`src/board_pkg.sv`:
```
// ==============================
// Shared board control definitions
//   Host bus types and address map fields
//   Region decode enum
//   Identification constants
// ==============================

package board_pkg;

    // ==============================
    // Bus and register types
    // ==============================
    typedef logic [15:0] bus_addr_t;            // Host byte address
    typedef logic [31:0] bus_data_t;            // Register data word
    typedef logic [1:0]  reg_ofs_t;             // Word offset in a region
    typedef logic [15:0] tick_div_t;            // Tick divider reload
    typedef logic [15:0] gpio_word_t;           // GPIO vector

    // ==============================
    // Address map
    // ==============================
    localparam int REGION_MSB = 15;             // Region select field
    localparam int REGION_LSB = 12;
    localparam int OFS_MSB    = 3;              // Word offset field
    localparam int OFS_LSB    = 2;

    // Region codes from address bits 15:12, others unmapped
    typedef enum logic [3:0] {
        REGION_ID   = 4'd0,                     // Identification and scratch
        REGION_TICK = 4'd1,                     // Tick generator
        REGION_GPIO = 4'd2                      // GPIO block
    } region_t;

    // ==============================
    // Identification words
    // ==============================
    localparam bus_data_t FW_VERSION = 32'h0000_0001;   // Firmware version
    localparam bus_data_t FPGA_ID    = 32'h0000_0100;   // FPGA identifier
    localparam bus_data_t BUILD_DATE = 32'h2025_0822;   // Build date, YYYY_MMDD

    localparam int LED_BIT = 15;                // GPIO out bit for LED after wake-up

endpackage

```
`src/reg_bus_if.sv`:
```
// ==============================
// Decoded register access bus
//   One instance per register region
//   ctrl side for decoder, regs side for block
// ==============================

`timescale 1ns/1ps

interface reg_bus_if import board_pkg::*; ();

    logic       stb;                            // Access strobe for this region
    logic       we;                             // Write enable
    reg_ofs_t   ofs;                            // Word offset
    bus_data_t  dat_w;                          // Write data
    bus_data_t  dat_r;                          // Read data, valid with ack
    logic       ack;                            // One-cycle acknowledge

    // Decoder side
    modport ctrl (
        output stb,
        output we,
        output ofs,
        output dat_w,
        input  dat_r,
        input  ack
    );

    // Register block side
    modport regs (
        input  stb,
        input  we,
        input  ofs,
        input  dat_w,
        output dat_r,
        output ack
    );

endinterface

```
`src/wb_host_decoder.sv`:
```
// ==============================
// Wishbone classic host decoder
//   Region decode and strobe routing
//   Read data and ack return mux
//   Local ack for unmapped regions
// ==============================

`timescale 1ns/1ps

module wb_host_decoder import board_pkg::*; (
    input  logic        opb_clk,
    input  logic        rst_n,
    input  logic        wb_cyc,
    input  logic        wb_stb,
    input  logic        wb_we,
    input  bus_addr_t   wb_adr,
    input  bus_data_t   wb_dat_w,
    output bus_data_t   wb_dat_r,
    output logic        wb_ack,
    reg_bus_if.ctrl     id_bus,
    reg_bus_if.ctrl     tick_bus,
    reg_bus_if.ctrl     gpio_bus
);

    region_t    region;                         // Decoded region
    reg_ofs_t   ofs;                            // Word offset from address
    logic       acc;                            // Valid host cycle
    logic       unm_sel;                        // Access to unmapped region
    logic       unm_ack;                        // Local ack for unmapped

    assign region = region_t'(wb_adr[REGION_MSB:REGION_LSB]);
    assign ofs    = wb_adr[OFS_MSB:OFS_LSB];
    assign acc    = wb_cyc && wb_stb;

    // ==============================
    // Request routing
    // ==============================
    assign id_bus.stb   = acc && (region == REGION_ID);
    assign tick_bus.stb = acc && (region == REGION_TICK);
    assign gpio_bus.stb = acc && (region == REGION_GPIO);

    assign id_bus.we     = wb_we;               // Shared qualifiers, only stb selects
    assign id_bus.ofs    = ofs;
    assign id_bus.dat_w  = wb_dat_w;
    assign tick_bus.we    = wb_we;
    assign tick_bus.ofs   = ofs;
    assign tick_bus.dat_w = wb_dat_w;
    assign gpio_bus.we    = wb_we;
    assign gpio_bus.ofs   = ofs;
    assign gpio_bus.dat_w = wb_dat_w;

    assign unm_sel = acc && !(region inside {REGION_ID, REGION_TICK, REGION_GPIO});

    // Same one-shot timing as the register blocks, write data dropped
    always_ff @(posedge opb_clk or negedge rst_n) begin
        if (!rst_n) begin
            unm_ack <= 1'b0;
        end else begin
            unm_ack <= unm_sel && !unm_ack;     // High for one cycle
        end
    end

    // ==============================
    // Response mux
    // ==============================
    always_comb begin
        case (region)
            REGION_ID: begin
                wb_dat_r = id_bus.dat_r;
                wb_ack   = id_bus.ack;
            end
            REGION_TICK: begin
                wb_dat_r = tick_bus.dat_r;
                wb_ack   = tick_bus.ack;
            end
            REGION_GPIO: begin
                wb_dat_r = gpio_bus.dat_r;
                wb_ack   = gpio_bus.ack;
            end
            default: begin
                wb_dat_r = '0;                  // Unmapped reads as zero
                wb_ack   = unm_ack;
            end
        endcase
    end

endmodule

```
`src/id_scratch_regs.sv`:
```
// ==============================
// Identification and scratch registers
//   Offsets 0..2 read-only ID words
//   Offset 3 read/write scratch
// ==============================

`timescale 1ns/1ps

module id_scratch_regs import board_pkg::*; (
    input  logic        opb_clk,
    input  logic        rst_n,
    reg_bus_if.regs     bus
);

    bus_data_t  scratch;                        // Scratch register
    logic       wr_en;                          // Write on ack edge

    assign wr_en = bus.stb && bus.we && !bus.ack;

    always_ff @(posedge opb_clk or negedge rst_n) begin
        if (!rst_n) begin
            bus.ack <= 1'b0;
            scratch <= '0;
        end else begin
            bus.ack <= bus.stb && !bus.ack;     // One-cycle ack
            if (wr_en && (bus.ofs == 2'd3)) begin
                scratch <= bus.dat_w;           // Only writable word
            end
        end
    end

    // Read mux, held stable by the host during ack
    always_comb begin
        case (bus.ofs)
            2'd0:    bus.dat_r = FW_VERSION;
            2'd1:    bus.dat_r = FPGA_ID;
            2'd2:    bus.dat_r = BUILD_DATE;
            default: bus.dat_r = scratch;
        endcase
    end

endmodule

```
`src/tick_gen.sv`:
```
// ==============================
// Programmable tick generator
//   Divider register and down-counter
//   Reference pulse, heartbeat toggle
//   32-bit tick counter
// ==============================

`timescale 1ns/1ps

module tick_gen import board_pkg::*; #(
    parameter tick_div_t TICK_DIV_RESET = 16'd49999,   // Divider after reset
    parameter int        HB_TICKS       = 1000         // Ticks per heartbeat flip
) (
    input  logic        opb_clk,
    input  logic        rst_n,
    reg_bus_if.regs     bus,
    output logic        ref_pulse,
    output logic        hb_toggle
);

    localparam int HB_W = $clog2(HB_TICKS + 1);         // Heartbeat count width

    tick_div_t          div_reg;                // Divider reload value
    tick_div_t          cnt;                    // Down-counter
    logic               tick;                   // One cycle every div+1
    bus_data_t          tick_cnt;               // Ticks since clear
    logic [HB_W-1:0]    hb_cnt;                 // Ticks in current heartbeat phase
    logic               wr_en;

    assign wr_en = bus.stb && bus.we && !bus.ack;
    assign tick  = (cnt == '0);

    // ==============================
    // Divider and tick counting
    // ==============================
    always_ff @(posedge opb_clk or negedge rst_n) begin
        if (!rst_n) begin
            bus.ack   <= 1'b0;
            div_reg   <= TICK_DIV_RESET;
            cnt       <= TICK_DIV_RESET;
            tick_cnt  <= '0;
            hb_cnt    <= '0;
            hb_toggle <= 1'b0;
            ref_pulse <= 1'b0;
        end else begin
            bus.ack   <= bus.stb && !bus.ack;
            ref_pulse <= tick;                  // Tick delayed one cycle

            if (wr_en && (bus.ofs == 2'd0)) begin
                div_reg <= bus.dat_w[15:0];
                cnt     <= bus.dat_w[15:0];     // New period starts now
            end else if (tick) begin
                cnt <= div_reg;                 // Reload
            end else begin
                cnt <= cnt - 1'b1;
            end

            if (wr_en && (bus.ofs == 2'd1)) begin
                tick_cnt <= '0;                 // Write clears, data ignored
            end else if (tick) begin
                tick_cnt <= tick_cnt + 1'b1;
            end

            if (tick) begin
                if (hb_cnt == HB_W'(HB_TICKS - 1)) begin
                    hb_cnt    <= '0;
                    hb_toggle <= ~hb_toggle;    // Slow heartbeat flip
                end else begin
                    hb_cnt <= hb_cnt + 1'b1;
                end
            end
        end
    end

    // Register read mux
    always_comb begin
        case (bus.ofs)
            2'd0:    bus.dat_r = {16'h0000, div_reg};
            2'd1:    bus.dat_r = tick_cnt;
            default: bus.dat_r = '0;            // Unused offsets
        endcase
    end

endmodule

```
`src/gpio_regs.sv`:
```
// ==============================
// GPIO register block
//   Two-flop input synchroniser
//   Input and output registers
// ==============================

`timescale 1ns/1ps

module gpio_regs import board_pkg::*; (
    input  logic        opb_clk,
    input  logic        rst_n,
    reg_bus_if.regs     bus,
    input  gpio_word_t  gpio_in,
    output gpio_word_t  gpio_out
);

    gpio_word_t in_meta;                        // First sync stage
    gpio_word_t in_reg;                         // Synchronised input register
    logic       wr_en;

    assign wr_en = bus.stb && bus.we && !bus.ack;

    // ==============================
    // Input synchroniser
    // ==============================
    always_ff @(posedge opb_clk or negedge rst_n) begin
        if (!rst_n) begin
            in_meta <= '0;
            in_reg  <= '0;
        end else begin
            in_meta <= gpio_in;                 // May go metastable
            in_reg  <= in_meta;                 // Stable after two edges
        end
    end

    // ==============================
    // Bus side and output register
    // ==============================
    always_ff @(posedge opb_clk or negedge rst_n) begin
        if (!rst_n) begin
            bus.ack  <= 1'b0;
            gpio_out <= '0;                     // Outputs off at reset
        end else begin
            bus.ack <= bus.stb && !bus.ack;
            if (wr_en && (bus.ofs == 2'd1)) begin
                gpio_out <= bus.dat_w[15:0];
            end
        end
    end

    always_comb begin
        case (bus.ofs)
            2'd0:    bus.dat_r = {16'h0000, in_reg};
            2'd1:    bus.dat_r = {16'h0000, gpio_out};
            default: bus.dat_r = '0;
        endcase
    end

endmodule

```
`src/heartbeat_led.sv`:
```
// ==============================
// Heartbeat LED control
//   Sticky wake-up flag
//   Registered LED source select
// ==============================

`timescale 1ns/1ps

module heartbeat_led (
    input  logic    opb_clk,
    input  logic    rst_n,
    input  logic    wb_cyc,
    input  logic    wb_stb,
    input  logic    hb_toggle,
    input  logic    led_ctrl,
    output logic    heartbeat_led_n
);

    logic   wake_up;                            // Set by first host access

    always_ff @(posedge opb_clk or negedge rst_n) begin
        if (!rst_n) begin
            wake_up         <= 1'b0;
            heartbeat_led_n <= 1'b1;            // LED dark
        end else begin
            if (wb_cyc && wb_stb) begin
                wake_up <= 1'b1;                // Never cleared until reset
            end
            // Free-running blink until software takes over
            if (wake_up) begin
                heartbeat_led_n <= ~led_ctrl;
            end else begin
                heartbeat_led_n <= ~hb_toggle;
            end
        end
    end

endmodule

```
`src/board_ctrl_top.sv`:
```
// ==============================
// Board control core top level
//   Wishbone host port
//   ID, tick and GPIO register blocks
//   Heartbeat LED
// ==============================

`timescale 1ns/1ps

module board_ctrl_top import board_pkg::*; #(
    parameter tick_div_t TICK_DIV_RESET = 16'd49999,   // 2 kHz at 100 MHz
    parameter int        HB_TICKS       = 1000         // About 1 Hz toggle
) (
    input  logic        opb_clk,
    input  logic        rst_n,
    // Host bus
    input  logic        wb_cyc,
    input  logic        wb_stb,
    input  logic        wb_we,
    input  bus_addr_t   wb_adr,
    input  bus_data_t   wb_dat_w,
    output bus_data_t   wb_dat_r,
    output logic        wb_ack,
    // Board pins
    input  gpio_word_t  gpio_in,
    output gpio_word_t  gpio_out,
    output logic        ref_pulse,              // Reference pulse out
    output logic        heartbeat_led_n         // Active-low LED
);

    logic   hb_toggle;                          // Slow toggle from tick_gen

    reg_bus_if id_bus ();
    reg_bus_if tick_bus ();
    reg_bus_if gpio_bus ();

    // ==============================
    // Host decoder
    // ==============================
    wb_host_decoder u_decoder (
        .opb_clk  (opb_clk),
        .rst_n    (rst_n),
        .wb_cyc   (wb_cyc),
        .wb_stb   (wb_stb),
        .wb_we    (wb_we),
        .wb_adr   (wb_adr),
        .wb_dat_w (wb_dat_w),
        .wb_dat_r (wb_dat_r),
        .wb_ack   (wb_ack),
        .id_bus   (id_bus.ctrl),
        .tick_bus (tick_bus.ctrl),
        .gpio_bus (gpio_bus.ctrl)
    );

    // ==============================
    // Register blocks
    // ==============================
    id_scratch_regs u_id_regs (
        .opb_clk (opb_clk),
        .rst_n   (rst_n),
        .bus     (id_bus.regs)
    );

    tick_gen #(
        .TICK_DIV_RESET (TICK_DIV_RESET),
        .HB_TICKS       (HB_TICKS)
    ) u_tick_gen (
        .opb_clk   (opb_clk),
        .rst_n     (rst_n),
        .bus       (tick_bus.regs),
        .ref_pulse (ref_pulse),
        .hb_toggle (hb_toggle)
    );

    gpio_regs u_gpio (
        .opb_clk  (opb_clk),
        .rst_n    (rst_n),
        .bus      (gpio_bus.regs),
        .gpio_in  (gpio_in),
        .gpio_out (gpio_out)
    );

    heartbeat_led u_hb_led (
        .opb_clk         (opb_clk),
        .rst_n           (rst_n),
        .wb_cyc          (wb_cyc),
        .wb_stb          (wb_stb),
        .hb_toggle       (hb_toggle),
        .led_ctrl        (gpio_out[LED_BIT]),   // Software LED bit
        .heartbeat_led_n (heartbeat_led_n)
    );

endmodule

```
`config.mk`:
```
export PLATFORM = sky130hd
export DESIGN_NAME = board_ctrl_top
export DESIGN_NICKNAME = d
export VERILOG_FILES = /design/src/board_pkg.sv /design/src/reg_bus_if.sv /design/src/wb_host_decoder.sv /design/src/id_scratch_regs.sv /design/src/tick_gen.sv /design/src/gpio_regs.sv /design/src/heartbeat_led.sv /design/src/board_ctrl_top.sv
export SDC_FILE = /design/constraint.sdc
export NUM_CORES = 1
export LEC_CHECK = 0
export ABC_AREA = 0
export BUFFER_PORTS_ARGS = -buffer_cell sky130_fd_sc_hd__buf_2
export CAP_MARGIN = 30
export CORE_ASPECT_RATIO = 1.1
export CORE_MARGIN = 2
export CORE_UTILIZATION = 34
export CTS_CLUSTER_SIZE = 12
export DETAILED_ROUTE_END_ITERATION = 10
export HOLD_SLACK_MARGIN = 0.1
export PLACE_DENSITY_LB_ADDON = 0.2
export SYNTH_ARGS = -nofsm -noshare
export SYNTH_HDL_FRONTEND = slang
export SYNTH_HIERARCHICAL = 1
export SYNTH_SLANG_ARGS = --single-unit
```
`constraint.sdc`:
```
create_clock -name opb_clk -period 2.61 [get_ports opb_clk]
set_clock_uncertainty 0.2 [all_clocks]
set_input_delay 0 -clock opb_clk [delete_from_list [all_inputs] [get_ports opb_clk]]
set_output_delay 0 -clock opb_clk [all_outputs]
set_load 0.02 [all_outputs]
```
## Word-level counts from Yosys, hierarchy flattened

Index checks and enable logic that the tools add are counted.

- Add/sub/neg operators: 3
- Equality and inequality tests: 6
- Muxes and demuxes: 11
- Bitwise operators: 2
- Reduce and logical (&&, ||, !) cells: 30

Operators by type and width:

| cell | number |
|---|---|
| $pmux 32 s3 | 2 |
| $mux 32 | 2 |
| $pmux 32 s2 | 1 |
| $add 32x1->32 const B | 1 |
| $mux 16 | 2 |
| $pmux 16 s2 | 1 |
| $logic_and 1x1->1 | 19 |
| $logic_not 16->1 | 1 |
| $sub 16x1->16 const B | 1 |
| $add 10x1->10 const B | 1 |
| $eq 10x10->1 const B | 1 |
| $mux 10 | 1 |
| $logic_not 1->1 | 5 |
| $eq 2x2->1 const B | 2 |
| $eq 4x1->1 const B | 1 |
| $eq 4x2->1 const B | 1 |
| $logic_not 4->1 | 1 |
| $pmux 1 s3 | 1 |
| $reduce_bool 3->1 | 1 |
| $eq 2x1->1 const B | 1 |
| $logic_not 2->1 | 1 |
| $not 1->1 | 2 |
| $reduce_and 2->1 | 1 |
| $reduce_bool 2->1 | 1 |
| $mux 1 | 1 |

- Register bits after elaboration: 162
- Input port bits: 69
- Output and inout port bits: 51

## Depth between registers and ports, before layout

Gate-level depths: netlist of run 1.

- Word-level depth: 6
- Gate-level depth with buffers: 10
- Depth with buffers taken out: 6

## By module

The synthesis of run 1 kept the hierarchy.

By module, submodules not included:

| module | times used | cells an instance | area each (um^2) | seq. area each (um^2) |
|---|---|---|---|---|
| tick_gen | 1 | 518 | 4635.7 | 1949.4 |
| gpio_regs | 1 | 122 | 1870.5 | 1226.2 |
| id_scratch_regs | 1 | 117 | 1634.1 | 825.8 |
| wb_host_decoder | 1 | 228 | 1617.8 | 25.0 |
| heartbeat_led | 1 | 4 | 70.1 | 51.3 |

## Worst setup path after synthesis of run 1

No wires, ideal clock.

- Path kind: register to register
- Start point: reg u_tick_gen.cnt[0]
- End point: reg u_tick_gen.tick_cnt[26]
- Library setup time: 0.079 ns
- Arrival: 1.966 ns
- Required time: 2.331 ns
- Slack: 0.364 ns
- Stages on the path, launching flop included: 8
- Path buffers: 1
- Path through: dfstp_2 > inv_1 > ha_1 > nor4b_1 > nand4_4 > buf_6 > nor4_1 > mux2i_1

- Longest elaborated chain between the ends: 2

RTL lines:

| what | RTL line | text |
|---|---|---|
| start, declared | tick_gen.sv:24 | `tick_div_t cnt;` |
| start signal, assigned | tick_gen.sv:51 | `cnt <= bus.dat_w[15:0];` |
| start signal, assigned | tick_gen.sv:53 | `cnt <= div_reg;` |
| start signal, assigned | tick_gen.sv:55 | `cnt <= cnt - 1'b1;` |
| $logic_not 16->1 | tick_gen.sv:31 | `assign tick = (cnt == '0);` |
| $reduce_bool 2->1 (no source line) | - |  |
| end signal, assigned | tick_gen.sv:61 | `tick_cnt <= tick_cnt + 1'b1;` |
| end, declared | tick_gen.sv:26 | `bus_data_t tick_cnt;` |

No other way between the ends.
A chain may end at the register's enable or synchronous reset.

## Final worst setup path of run 1

- Start point: in wb_adr[15]
- End point: reg u_gpio.gpio_out[1]

- Longest elaborated chain between the ends: 5

RTL lines:

| what | RTL line | text |
|---|---|---|
| start, declared | board_ctrl_top.sv:20 | `input bus_addr_t wb_adr,` |
| $eq 4x2->1 | wb_host_decoder.sv:40 | `assign gpio_bus.stb = acc && (region == REGION_GPIO);` |
| $logic_and 1x1->1 | wb_host_decoder.sv:40 |  |
| via gpio_bus.stb | reg_bus_if.sv:11 | `logic stb;` |
| $logic_and 1x1->1 (2 in series) | gpio_regs.sv:21 | `assign wr_en = bus.stb && bus.we && !bus.ack;` |
| $logic_and 1x1->1 | gpio_regs.sv:45 | `if (wr_en && (bus.ofs == 2'd1)) begin` |
| end signal, assigned | gpio_regs.sv:46 | `gpio_out <= bus.dat_w[15:0];` |
| end, declared | gpio_regs.sv:14 | `output gpio_word_t gpio_out` |

The timed path passes the listed nets, and every way through them passes these cells.

==> results.toml, run 1 <==
[timing]
worst_slew_pin_slew_ns = 0.774
setup-tns-final_ns = 0
slew_headroom_pct = 48.0
worst_hold_slack_ns = 0.107
setup_viol_count_final = 0
period_needed_ns = 2.50
final-max-slew-violation-count = 0
setup_ws_ns = 0.109
highest_achievable_clock_rate_mhz = 400
final-hold-violation-count = 0
final_worst_path_period_share_pct = 95.8

[detailed_routing]
drt_wl_total_um = 24000
detail_route.first_pass.iterations = 5
drt.antenna.violating_nets = 0
route.detailed.drc = 0
drt-vias-per-instance = 4.90
drt-initial-drc-count = 307
routed_wire_length_per_instance_um = 16.7
routed-via-count = 7057

[yosys]
synth.avg_cell_area_um2 = 10.0
post_synth_inst_count = 957
yosys_warnings = 6
post_synth_instance_area_mm2 = 0.00959

[cts]
tritoncts = "yes"
tritoncts.num_buffers = 17
worst_setup_hold_path_clk_slew_ns = 0.08
clkLatencyLatePin_ns = 0.43
cts.root.buffer_cell = "sky130_fd_sc_hd__clkbuf_16"
clock_sink_count = 162
clock_path_buffers = 2
h-tree-depth = 4

[finish]
final_core_util_pct = 40.8
post_layout_nonfiller_instances = 1441
final_instance_area_mm2 = 0.0113
diodes = 0
layout-drive-gt1-share_pct = 24.8
fillers = 2768
final_net_count = 1138
relative_area_change_from_synthesis_to_final_layout_pct = 18.2
top_regs = "u_id_regs/scratch: 32 flops, u_tick_gen/tick_cnt: 32 flops"

[placement]
placed_wire_length_estimate_um = 16200
port_buffers = 109
numPlacedInstances = 1329
routabilityCongestion = 0.823
dpl-instance-area_mm2 = 0.00992
detailedPlace.worstSlack_ns = 0.164

[setup_path]
path_common_cell = "sky130_fd_sc_hd__dlygate4sd3_1"
critical_path.reg2reg.endpoint = "u_tick_gen/tick_cnt[26]"
critical_path.slowest_cell = "sky130_fd_sc_hd__dlygate4sd3_1"
critPathTopFamily = "buffers and inverters"
critical_path.max_fanout = 16
crit_path_start_kind = "input pin"
worst_ep_arrival_time_ns = 2.62
cp-end-kind = "flip-flop"
critPathRequiredTime_ns = 2.73
critical-path-max-stage-delay_ns = 0.54
crit_buf_inv = 4
crit-reg2reg-launch = "u_tick_gen/cnt[0]"
r2r_slack_ns = 0.30
sequence_of_cells_on_the_critical_path = "dlygate4sd3_1, buf_2, nor4b_4, and3_1, dlygate4sd3_1, nor2b_4, and4b_1, buf_6, mux2_2"
setup.worst_path.class = "input pin to flip-flop"
worstRegToRegCells = 8

[power_and_ir_drop]
vdd_drop_max_uv = 525
power.total_mw = 7.90
total_leakage_power_nw = 5.38
comb_power_share_pct = 26.0
portion_of_total_power_attributed_to_sequential_cells_pct = 41.7
power_switching_share_pct = 36.3
p_int_mw = 5.03
clockPowerShare_pct = 32.3
cellPowerDensity_mw_per_mm2 = 697
power_switching_mw = 2.87

[grt]
grt_met3_use_pct = 2.58
first_global_vias = 7040
use_met2_pct = 27.6
residual_overflow_from_global_routing = 0
grt_use_total_pct = 16.7
gr-usage-met1_pct = 22.8
gr-max-usage-layer = "met2"
antenna_found_initial = 0
grt_start_max_net_pins = 74
grt_first_pass_wirelength_um = 38800

[die]
floorplan.core_area_mm2 = 0.0278
ios = 120
rows = 64
die_wd_um = 164
start_util_pct = 34.5
chipHeight_um = 180
die_footprint_mm2 = 0.0296

[min_path]
min_path_cells = 5
hold_path.startpoint = "wb_adr[12]"
whs_endpoint = "u_tick_gen/bus.ack"
class_of_the_tightest_hold_or_removal_check = "input pin to flip-flop"

[run]
cap_violations = 0

[status]
status = "completed"
-- per-layer routing --
metal | wire (um) | share of wire [%]
met5 | 0 | 0
met4 | 220 | 0.92
met3 | 656 | 2.7
met2 | 11900 | 50
met1 | 11200 | 47
-- cell usage in the layout (no fill, tap or decap), types with 7 or more instances in the layout --
cell                            count
sky130_fd_sc_hd__dfrtp_1          143
sky130_fd_sc_hd__nand2_1          122
sky130_fd_sc_hd__buf_2            108
sky130_fd_sc_hd__mux2i_1           86
sky130_fd_sc_hd__dlygate4sd3_1     78
sky130_fd_sc_hd__nor2_1            41
sky130_fd_sc_hd__mux2_4            40
sky130_fd_sc_hd__o21ai_0           34
sky130_fd_sc_hd__and3_1            33
sky130_fd_sc_hd__o21ai_1           30
sky130_fd_sc_hd__buf_4             29
sky130_fd_sc_hd__a21oi_1           23
sky130_fd_sc_hd__inv_1             20
sky130_fd_sc_hd__and2_1            20
sky130_fd_sc_hd__dfstp_2           19
sky130_fd_sc_hd__nand2b_1          18
sky130_fd_sc_hd__nor4_1            18
sky130_fd_sc_hd__clkbuf_16         17
sky130_fd_sc_hd__conb_1            16
sky130_fd_sc_hd__nand3_1           16
sky130_fd_sc_hd__o31ai_1           16
sky130_fd_sc_hd__or3_1             12
sky130_fd_sc_hd__or4_1             11
sky130_fd_sc_hd__mux2_2            10
sky130_fd_sc_hd__a21boi_0           9
sky130_fd_sc_hd__nand4_1            9
sky130_fd_sc_hd__clkinv_8           7
sky130_fd_sc_hd__nor3_1             7
-- final cells by class --
class / instances / area, um^2 / share of cell area [%]
clock buffer: 17 / 425 / 3.75
clock inverter: 15 / 188 / 1.66
timing repair buffer: 221 / 1640 / 14.5
multi-input combinational: 643 / 4470 / 39.5
sequential: 162 / 4080 / 36.0
inverter: 20 / 75.1 / 0.662
tap: 363 / 454 / 4.01
-- power groups by stage --
stage          Clock [mW]  Combinational [mW]  Sequential [mW]
5_1_grt              2.73                2.29             3.35
3_3_place_gp            0                1.94             3.32
2_1_floorplan           0                1.49             3.16
6_report             2.55                2.06             3.29
3_5_place_dp            0                1.95             3.33
4_1_cts              2.63                2.05             3.28
-- worst register-to-register path, stage by stage (launching register included) --
cell                      delay [ns]
sky130_fd_sc_hd__dfstp_2        0.38
sky130_fd_sc_hd__inv_1          0.09
sky130_fd_sc_hd__ha_1           0.23
sky130_fd_sc_hd__nor4b_1        0.24
sky130_fd_sc_hd__buf_4          0.17
sky130_fd_sc_hd__nand4_4        0.12
sky130_fd_sc_hd__buf_12         0.19
sky130_fd_sc_hd__nor4_1         0.39
sky130_fd_sc_hd__mux2i_1        0.22
-- what timing repair did --
item / CTS / global route
resized for setup: 0 / 1
endpoints found under the setup margin: 0 / 17
buffers inserted: 0 / 2
endpoints found under the hold margin: 249 / 0
hold buffers: 78 / 0
-- worst max-delay path by stage --
stage                             startpoint                 endpoint  slack (ns)  cells past startpoint
after floorplan            u_tick_gen/cnt[0]  u_tick_gen/tick_cnt[26]        0.36                      7
after detailed placement  u_tick_gen/cnt[13]   u_tick_gen/tick_cnt[8]        0.16                      4
after global placement    u_tick_gen/cnt[13]   u_tick_gen/tick_cnt[8]        0.21                      4
after global routing              wb_adr[15]       u_gpio/gpio_out[1]      -0.003                      9
after CTS                         wb_adr[15]       u_gpio/gpio_out[1]        0.05                      9
final                             wb_adr[15]       u_gpio/gpio_out[1]        0.11                      9
Power figures use the tool's default switching activity.
==> run 2: changes to the inputs <==
--- a/config.mk
+++ b/config.mk
@@ -8,3 +8,2 @@
 export ABC_AREA = 0
-export BUFFER_PORTS_ARGS = -buffer_cell sky130_fd_sc_hd__buf_2
 export CAP_MARGIN = 30
@@ -15,2 +14,3 @@
 export DETAILED_ROUTE_END_ITERATION = 10
+export DONT_BUFFER_PORTS = 1
 export HOLD_SLACK_MARGIN = 0.1
==> constraint.sdc (replaced) <==
create_clock -name opb_clk -period 2.61 [get_ports opb_clk]
set_clock_uncertainty 0.2 [all_clocks]
set_input_delay 0.1305 -clock opb_clk [delete_from_list [all_inputs] [get_ports opb_clk]]
set_output_delay 0.1305 -clock opb_clk [all_outputs]
set_load 0.02 [all_outputs]
==> results.toml, run 2 (synthesized netlist as in run 1, its figures left out) <==
[setup_path]
crit_path_start_kind = "flip-flop"
setup.worst_path.class = "flip-flop to flip-flop"
worst_setup_path_startpoint = "u_tick_gen/bus.ack"
cp-end-kind = "flip-flop"
worst_ep_arrival_time_ns = 2.65
critPathRequiredTime_ns = 2.78
crit-reg2reg-launch = "u_tick_gen/bus.ack"
critical_path.max_fanout = 20

[finish]
post_layout_nonfiller_instances = 1334
register_area_mm2 = 0.00408
final_net_count = 1031
layout_commonest_cell = "sky130_fd_sc_hd__dfrtp_1"
layout-drive-gt1-share_pct = 16.2
most-common-layout-cells = "sky130_fd_sc_hd__dfrtp_1, sky130_fd_sc_hd__nand2_1, sky130_fd_sc_hd__mux2i_1, sky130_fd_sc_hd__dlygate4sd3_1, sky130_fd_sc_hd__nor2_1"
fillers = 2732
final_core_util_pct = 38.8
diodes = 0
final_instance_area_mm2 = 0.0108
top_regs = "u_id_regs/scratch: 32 flops, u_tick_gen/tick_cnt: 32 flops"
multi_input_area_mm2 = 0.00447
relative_area_change_from_synthesis_to_final_layout_pct = 12.4

[grt]
grt_use_total_pct = 16.4
antenna_found_initial = 0
residual_overflow_from_global_routing = 0
grt_start_max_net_pins = 163
first_global_vias = 6854
grt_first_pass_wirelength_um = 38400

[timing]
slew_headroom_pct = 55.1
worst_hold_slack_ns = -0.799
highest_achievable_clock_rate_mhz = 403
setup-tns-final_ns = 0
final_worst_path_period_share_pct = 95.1
final-hold-violation-count = 162
worst_slew_pin_slew_ns = 0.669
setup_repair_after_global_routing_missed_its_margin = "no"
period_needed_ns = 2.48
setup_viol_count_final = 0
final-max-slew-violation-count = 0

[detailed_routing]
routed_wire_length_per_instance_um = 17.9
drt-initial-drc-count = 381
detailroute.wirelength.met3_um = 762
detail_route.first_pass.iterations = 4
routed-via-count = 6768
drt.antenna.violating_nets = 0
routedLengthMet1_um = 10900
route.detailed.drc = 0
met2_length_um = 11700
drt_wl_total_um = 23800
top_signal_layer_used = "met4"
drt-vias-per-instance = 5.07

[status]
failed_checks = "negative hold slack"
status = "finished, violations left"

[die]
chipHeight_um = 180
start_util_pct = 34.5
ios = 120
floorplan.core_area_mm2 = 0.0278
die_footprint_mm2 = 0.0296
die_wd_um = 164
rows = 64

[cts]
ctsHoldBuffers = 83
cts.root.buffer_cell = "sky130_fd_sc_hd__clkbuf_16"
cts.repair_timing.setup_buffer_count = 0
h-tree-depth = 4
clock_path_buffers = 2
tritoncts.num_buffers = 17
clkLatencyLatePin_ns = 0.43
tritoncts = "yes"
clock_sink_count = 162
worst_setup_hold_path_clk_slew_ns = 0.08

[placement]
placed_wire_length_estimate_um = 15400
dpl-instance-area_mm2 = 0.00931
numPlacedInstances = 1219
port_buffers = 0
routabilityCongestion = 0.778

[power_and_ir_drop]
vdd_drop_max_uv = 425
power.total_mw = 7.79
total_leakage_power_nw = 4.85
cellPowerDensity_mw_per_mm2 = 722

[min_path]
class_of_the_tightest_hold_or_removal_check = "input pin to async pin"

[run]
cap_violations = 0
## run 2: metrics by stage
step           hold WS, ns  worst slack (ns)
3_5_place_dp        -0.352             0.234
6_report            -0.799             0.127
5_1_grt             -0.830            0.0249
2_1_floorplan       -0.365             0.364
4_1_cts             -0.824            0.0275
3_3_place_gp        -0.351             0.257
## run 2: routing by layer
metal | vias to the layer above | GRT usage, %
met4 | 0 | 4.56
met1 | 3372 | 21.7
li1 | 3248 | -
met2 | 123 | 27.2
met5 | - | 0
met3 | 25 | 3.20
## run 2: cell type report
| cell class | instances | share of cell area, % |
|---|---|---|
| multi-input combinational | 643 | 41.5 |
| sequential | 162 | 37.8 |
| timing repair buffer | 114 | 9.98 |
| tap | 363 | 4.21 |
| clock buffer | 17 | 3.95 |
| clock inverter | 15 | 1.85 |
| inverter | 20 | 0.696 |
## run 2: path summary, 6_finish.rpt
path,depth (start not counted),slack [ns],end
worst max-delay path,7,0.13,u_tick_gen/div_reg[0]
worst min-delay path,0,-0.80,u_gpio/in_reg[9]
worst max register to register,7,0.13,u_tick_gen/div_reg[0]
worst min register to register,0,0.15,u_gpio/in_reg[10]
max in group asynchronous,0,2.65,u_hb_led/heartbeat_led_n
min in group opb_clk,4,0.13,u_tick_gen/cnt[2]
## run 2: critical path, cell delays in order, from the launching register on
cell and delay (ns):
sky130_fd_sc_hd__dfrtp_1 0.39, sky130_fd_sc_hd__and3b_2 0.28, sky130_fd_sc_hd__and2_4 0.16, sky130_fd_sc_hd__buf_12 0.14, sky130_fd_sc_hd__nand2_1 0.06, sky130_fd_sc_hd__dlygate4sd3_1 0.57, sky130_fd_sc_hd__nand2_1 0.07, sky130_fd_sc_hd__dlygate4sd3_1 0.55
## run 2: repair_timing
item	CTS	global route
endpoints found under the hold margin	263	162
endpoints found under the setup margin	0	3
resized for setup	0	5
## run 2: where the power goes
| part | switching [mW] | total, mW | internal, mW |
|---|---|---|---|
| clock | 1.28 | 2.60 | 1.32 |
| sequential | 0.431 | 3.29 | 2.85 |
| combinational | 1.08 | 1.90 | 0.814 |
| total | 2.80 | 7.79 | 4.99 |
==> run 3: changes to the inputs <==
Settings changed: REMOVE_ABC_BUFFERS set to 1.
==> results.toml, run 3 (synthesized netlist as in run 1, its figures left out) <==
[detailed_routing]
drt-vias-per-instance = 5.01
routed-via-count = 6735
routed_wire_length_per_instance_um = 17.1
detail_route.first_pass.iterations = 5
drt.antenna.violating_nets = 0
route.detailed.drc = 0
drt_wl_total_um = 23000
drt-initial-drc-count = 348

[finish]
final_core_util_pct = 38.9
layout-drive-gt1-share_pct = 16.7
top_regs = "u_id_regs/scratch: 32 flops, u_tick_gen/tick_cnt: 32 flops"
final_net_count = 1042
relative_area_change_from_synthesis_to_final_layout_pct = 12.8
most-common-layout-cells = "sky130_fd_sc_hd__dfrtp_1, sky130_fd_sc_hd__nand2_1, sky130_fd_sc_hd__mux2i_1, sky130_fd_sc_hd__dlygate4sd3_1, sky130_fd_sc_hd__nor2_1"
diodes = 0
layout_commonest_cell = "sky130_fd_sc_hd__dfrtp_1"

[timing]
highest_achievable_clock_rate_mhz = 414
final-hold-violation-count = 162
final_worst_path_period_share_pct = 92.6
slew_headroom_pct = 64.2
worst_hold_slack_ns = -0.792
setup_repair_after_global_routing_missed_its_margin = "no"
period_needed_ns = 2.42
worst_slew_pin_slew_ns = 0.536
final-max-slew-violation-count = 0
setup_viol_count_final = 0

[power_and_ir_drop]
power_switching_mw = 2.52
power_switching_share_pct = 33.2
cellPowerDensity_mw_per_mm2 = 701
clockPowerShare_pct = 32.8
total_leakage_power_nw = 4.90
vdd_drop_max_uv = 489
comb_power_share_pct = 24.1
p_int_mw = 5.07
portion_of_total_power_attributed_to_sequential_cells_pct = 43.1
power.total_mw = 7.59

[cts]
clock_path_buffers = 2
tritoncts = "yes"
cts.root.buffer_cell = "sky130_fd_sc_hd__clkbuf_16"
ctsHoldBuffers = 83
worst_setup_hold_path_clk_slew_ns = 0.06
tritoncts.num_buffers = 17
h-tree-depth = 4
clock_sink_count = 162
clkLatencyLatePin_ns = 0.43

[die]
floorplan.core_area_mm2 = 0.0278
rows = 64
die_footprint_mm2 = 0.0296
start_util_pct = 34.5
ios = 120
die_wd_um = 164
chipHeight_um = 180

[setup_path]
setup.worst_path.class = "input pin to flip-flop"
critPathRequiredTime_ns = 2.72
cp-end-kind = "flip-flop"
r2r_slack_ns = 0.26
worst_ep_arrival_time_ns = 2.52
critical_path.max_fanout = 32
crit_path_start_kind = "input pin"

[placement]
port_buffers = 0
routabilityCongestion = 0.782
placed_wire_length_estimate_um = 14500

[grt]
residual_overflow_from_global_routing = 0
first_global_vias = 6897
grt_start_max_net_pins = 163
antenna_found_initial = 0
grt_use_total_pct = 16.2
grt_first_pass_wirelength_um = 37800

[run]
cap_violations = 0

[status]
failed_checks = "negative hold slack"
status = "finished, violations left"

[min_path]
class_of_the_tightest_hold_or_removal_check = "input pin to async pin"
## run 3: cell types whose count changed in the layout (fill, tap and decap cells not counted), moves of 3 or more
cell,delta
sky130_fd_sc_hd__buf_4,+10
sky130_fd_sc_hd__clkbuf_1,+4
sky130_fd_sc_hd__clkinv_4,+3
sky130_fd_sc_hd__clkinv_8,-6
sky130_fd_sc_hd__clkinvlp_4,+3
sky130_fd_sc_hd__inv_8,-3
## run 3: worst paths after layout
kind                                          from  cells past startpoint                       to
worst min-delay path                         rst_n                      0        u_gpio/in_meta[8]
worst max-delay path                        wb_stb                      8    u_id_regs/scratch[21]
min in group opb_clk                         wb_we                      4   u_tick_gen/div_reg[13]
worst min register to register  u_gpio/in_meta[15]                      0        u_gpio/in_reg[15]
max in group asynchronous                    rst_n                      0        u_tick_gen/cnt[9]
worst max register to register   u_tick_gen/cnt[0]                      8  u_tick_gen/tick_cnt[17]
## run 3: layer usage
| layer | track usage, % | share of wire [%] |
|---|---|---|
| met1 | 21.1 | 46 |
| met2 | 27.2 | 49 |
| met3 | 3.20 | 3.2 |
| met4 | 4.60 | 1.4 |
| met5 | 0 | 0 |
## run 3: layout make-up
type,instances,area (um^2)
fillers,2714,17000
multi-input cells,643,4470
flip-flops and latches,162,4080
repair buffers,125,1160
well taps,363,454
clock buffers,21,440
clock inverters,11,131
inverters,20,75.1
## run 3: what timing repair did
| item | CTS | global route |
|---|---|---|
| endpoints found under the hold margin | 263 | 162 |
| setup endpoints to repair | 0 | 3 |
| gates resized for setup | 0 | 4 |
| buffers inserted | 0 | 0 |
## run 3: critical path: stages
cell                            delay (ns)
sky130_fd_sc_hd__dlygate4sd3_1        0.56
sky130_fd_sc_hd__nand2_1              0.16
sky130_fd_sc_hd__nor3_2               0.05
sky130_fd_sc_hd__dlygate4sd3_1        0.55
sky130_fd_sc_hd__nor2b_4              0.14
sky130_fd_sc_hd__nand4_4              0.09
sky130_fd_sc_hd__buf_6                0.41
sky130_fd_sc_hd__mux2_2               0.40
## run 3: power by group through the flow
stage               Sequential [mW]  Combinational, mW  Clock, mW
detailed placement             3.32               1.74          0
global placement               3.31               1.72          0
CTS                            3.28               1.84       2.60
floorplan                      3.19               1.25          0
finish                         3.27               1.83       2.49
global route                   3.34               2.06       2.70
## run 3: stage by stage
step	area [um^2]	hold slack [ns]	setup TNS, ns	instances	setup WS (ns)
after global placement	9410	-0.360	0	1230	0.302
final	10800	-0.792	0	1345	0.193
after floorplan	8620	-0.365	-2.99	825	-0.212
after detailed placement	9410	-0.361	0	1230	0.245
after global routing	10800	-0.836	0	1345	0.0165
after CTS	10800	-0.833	0	1345	0.00129
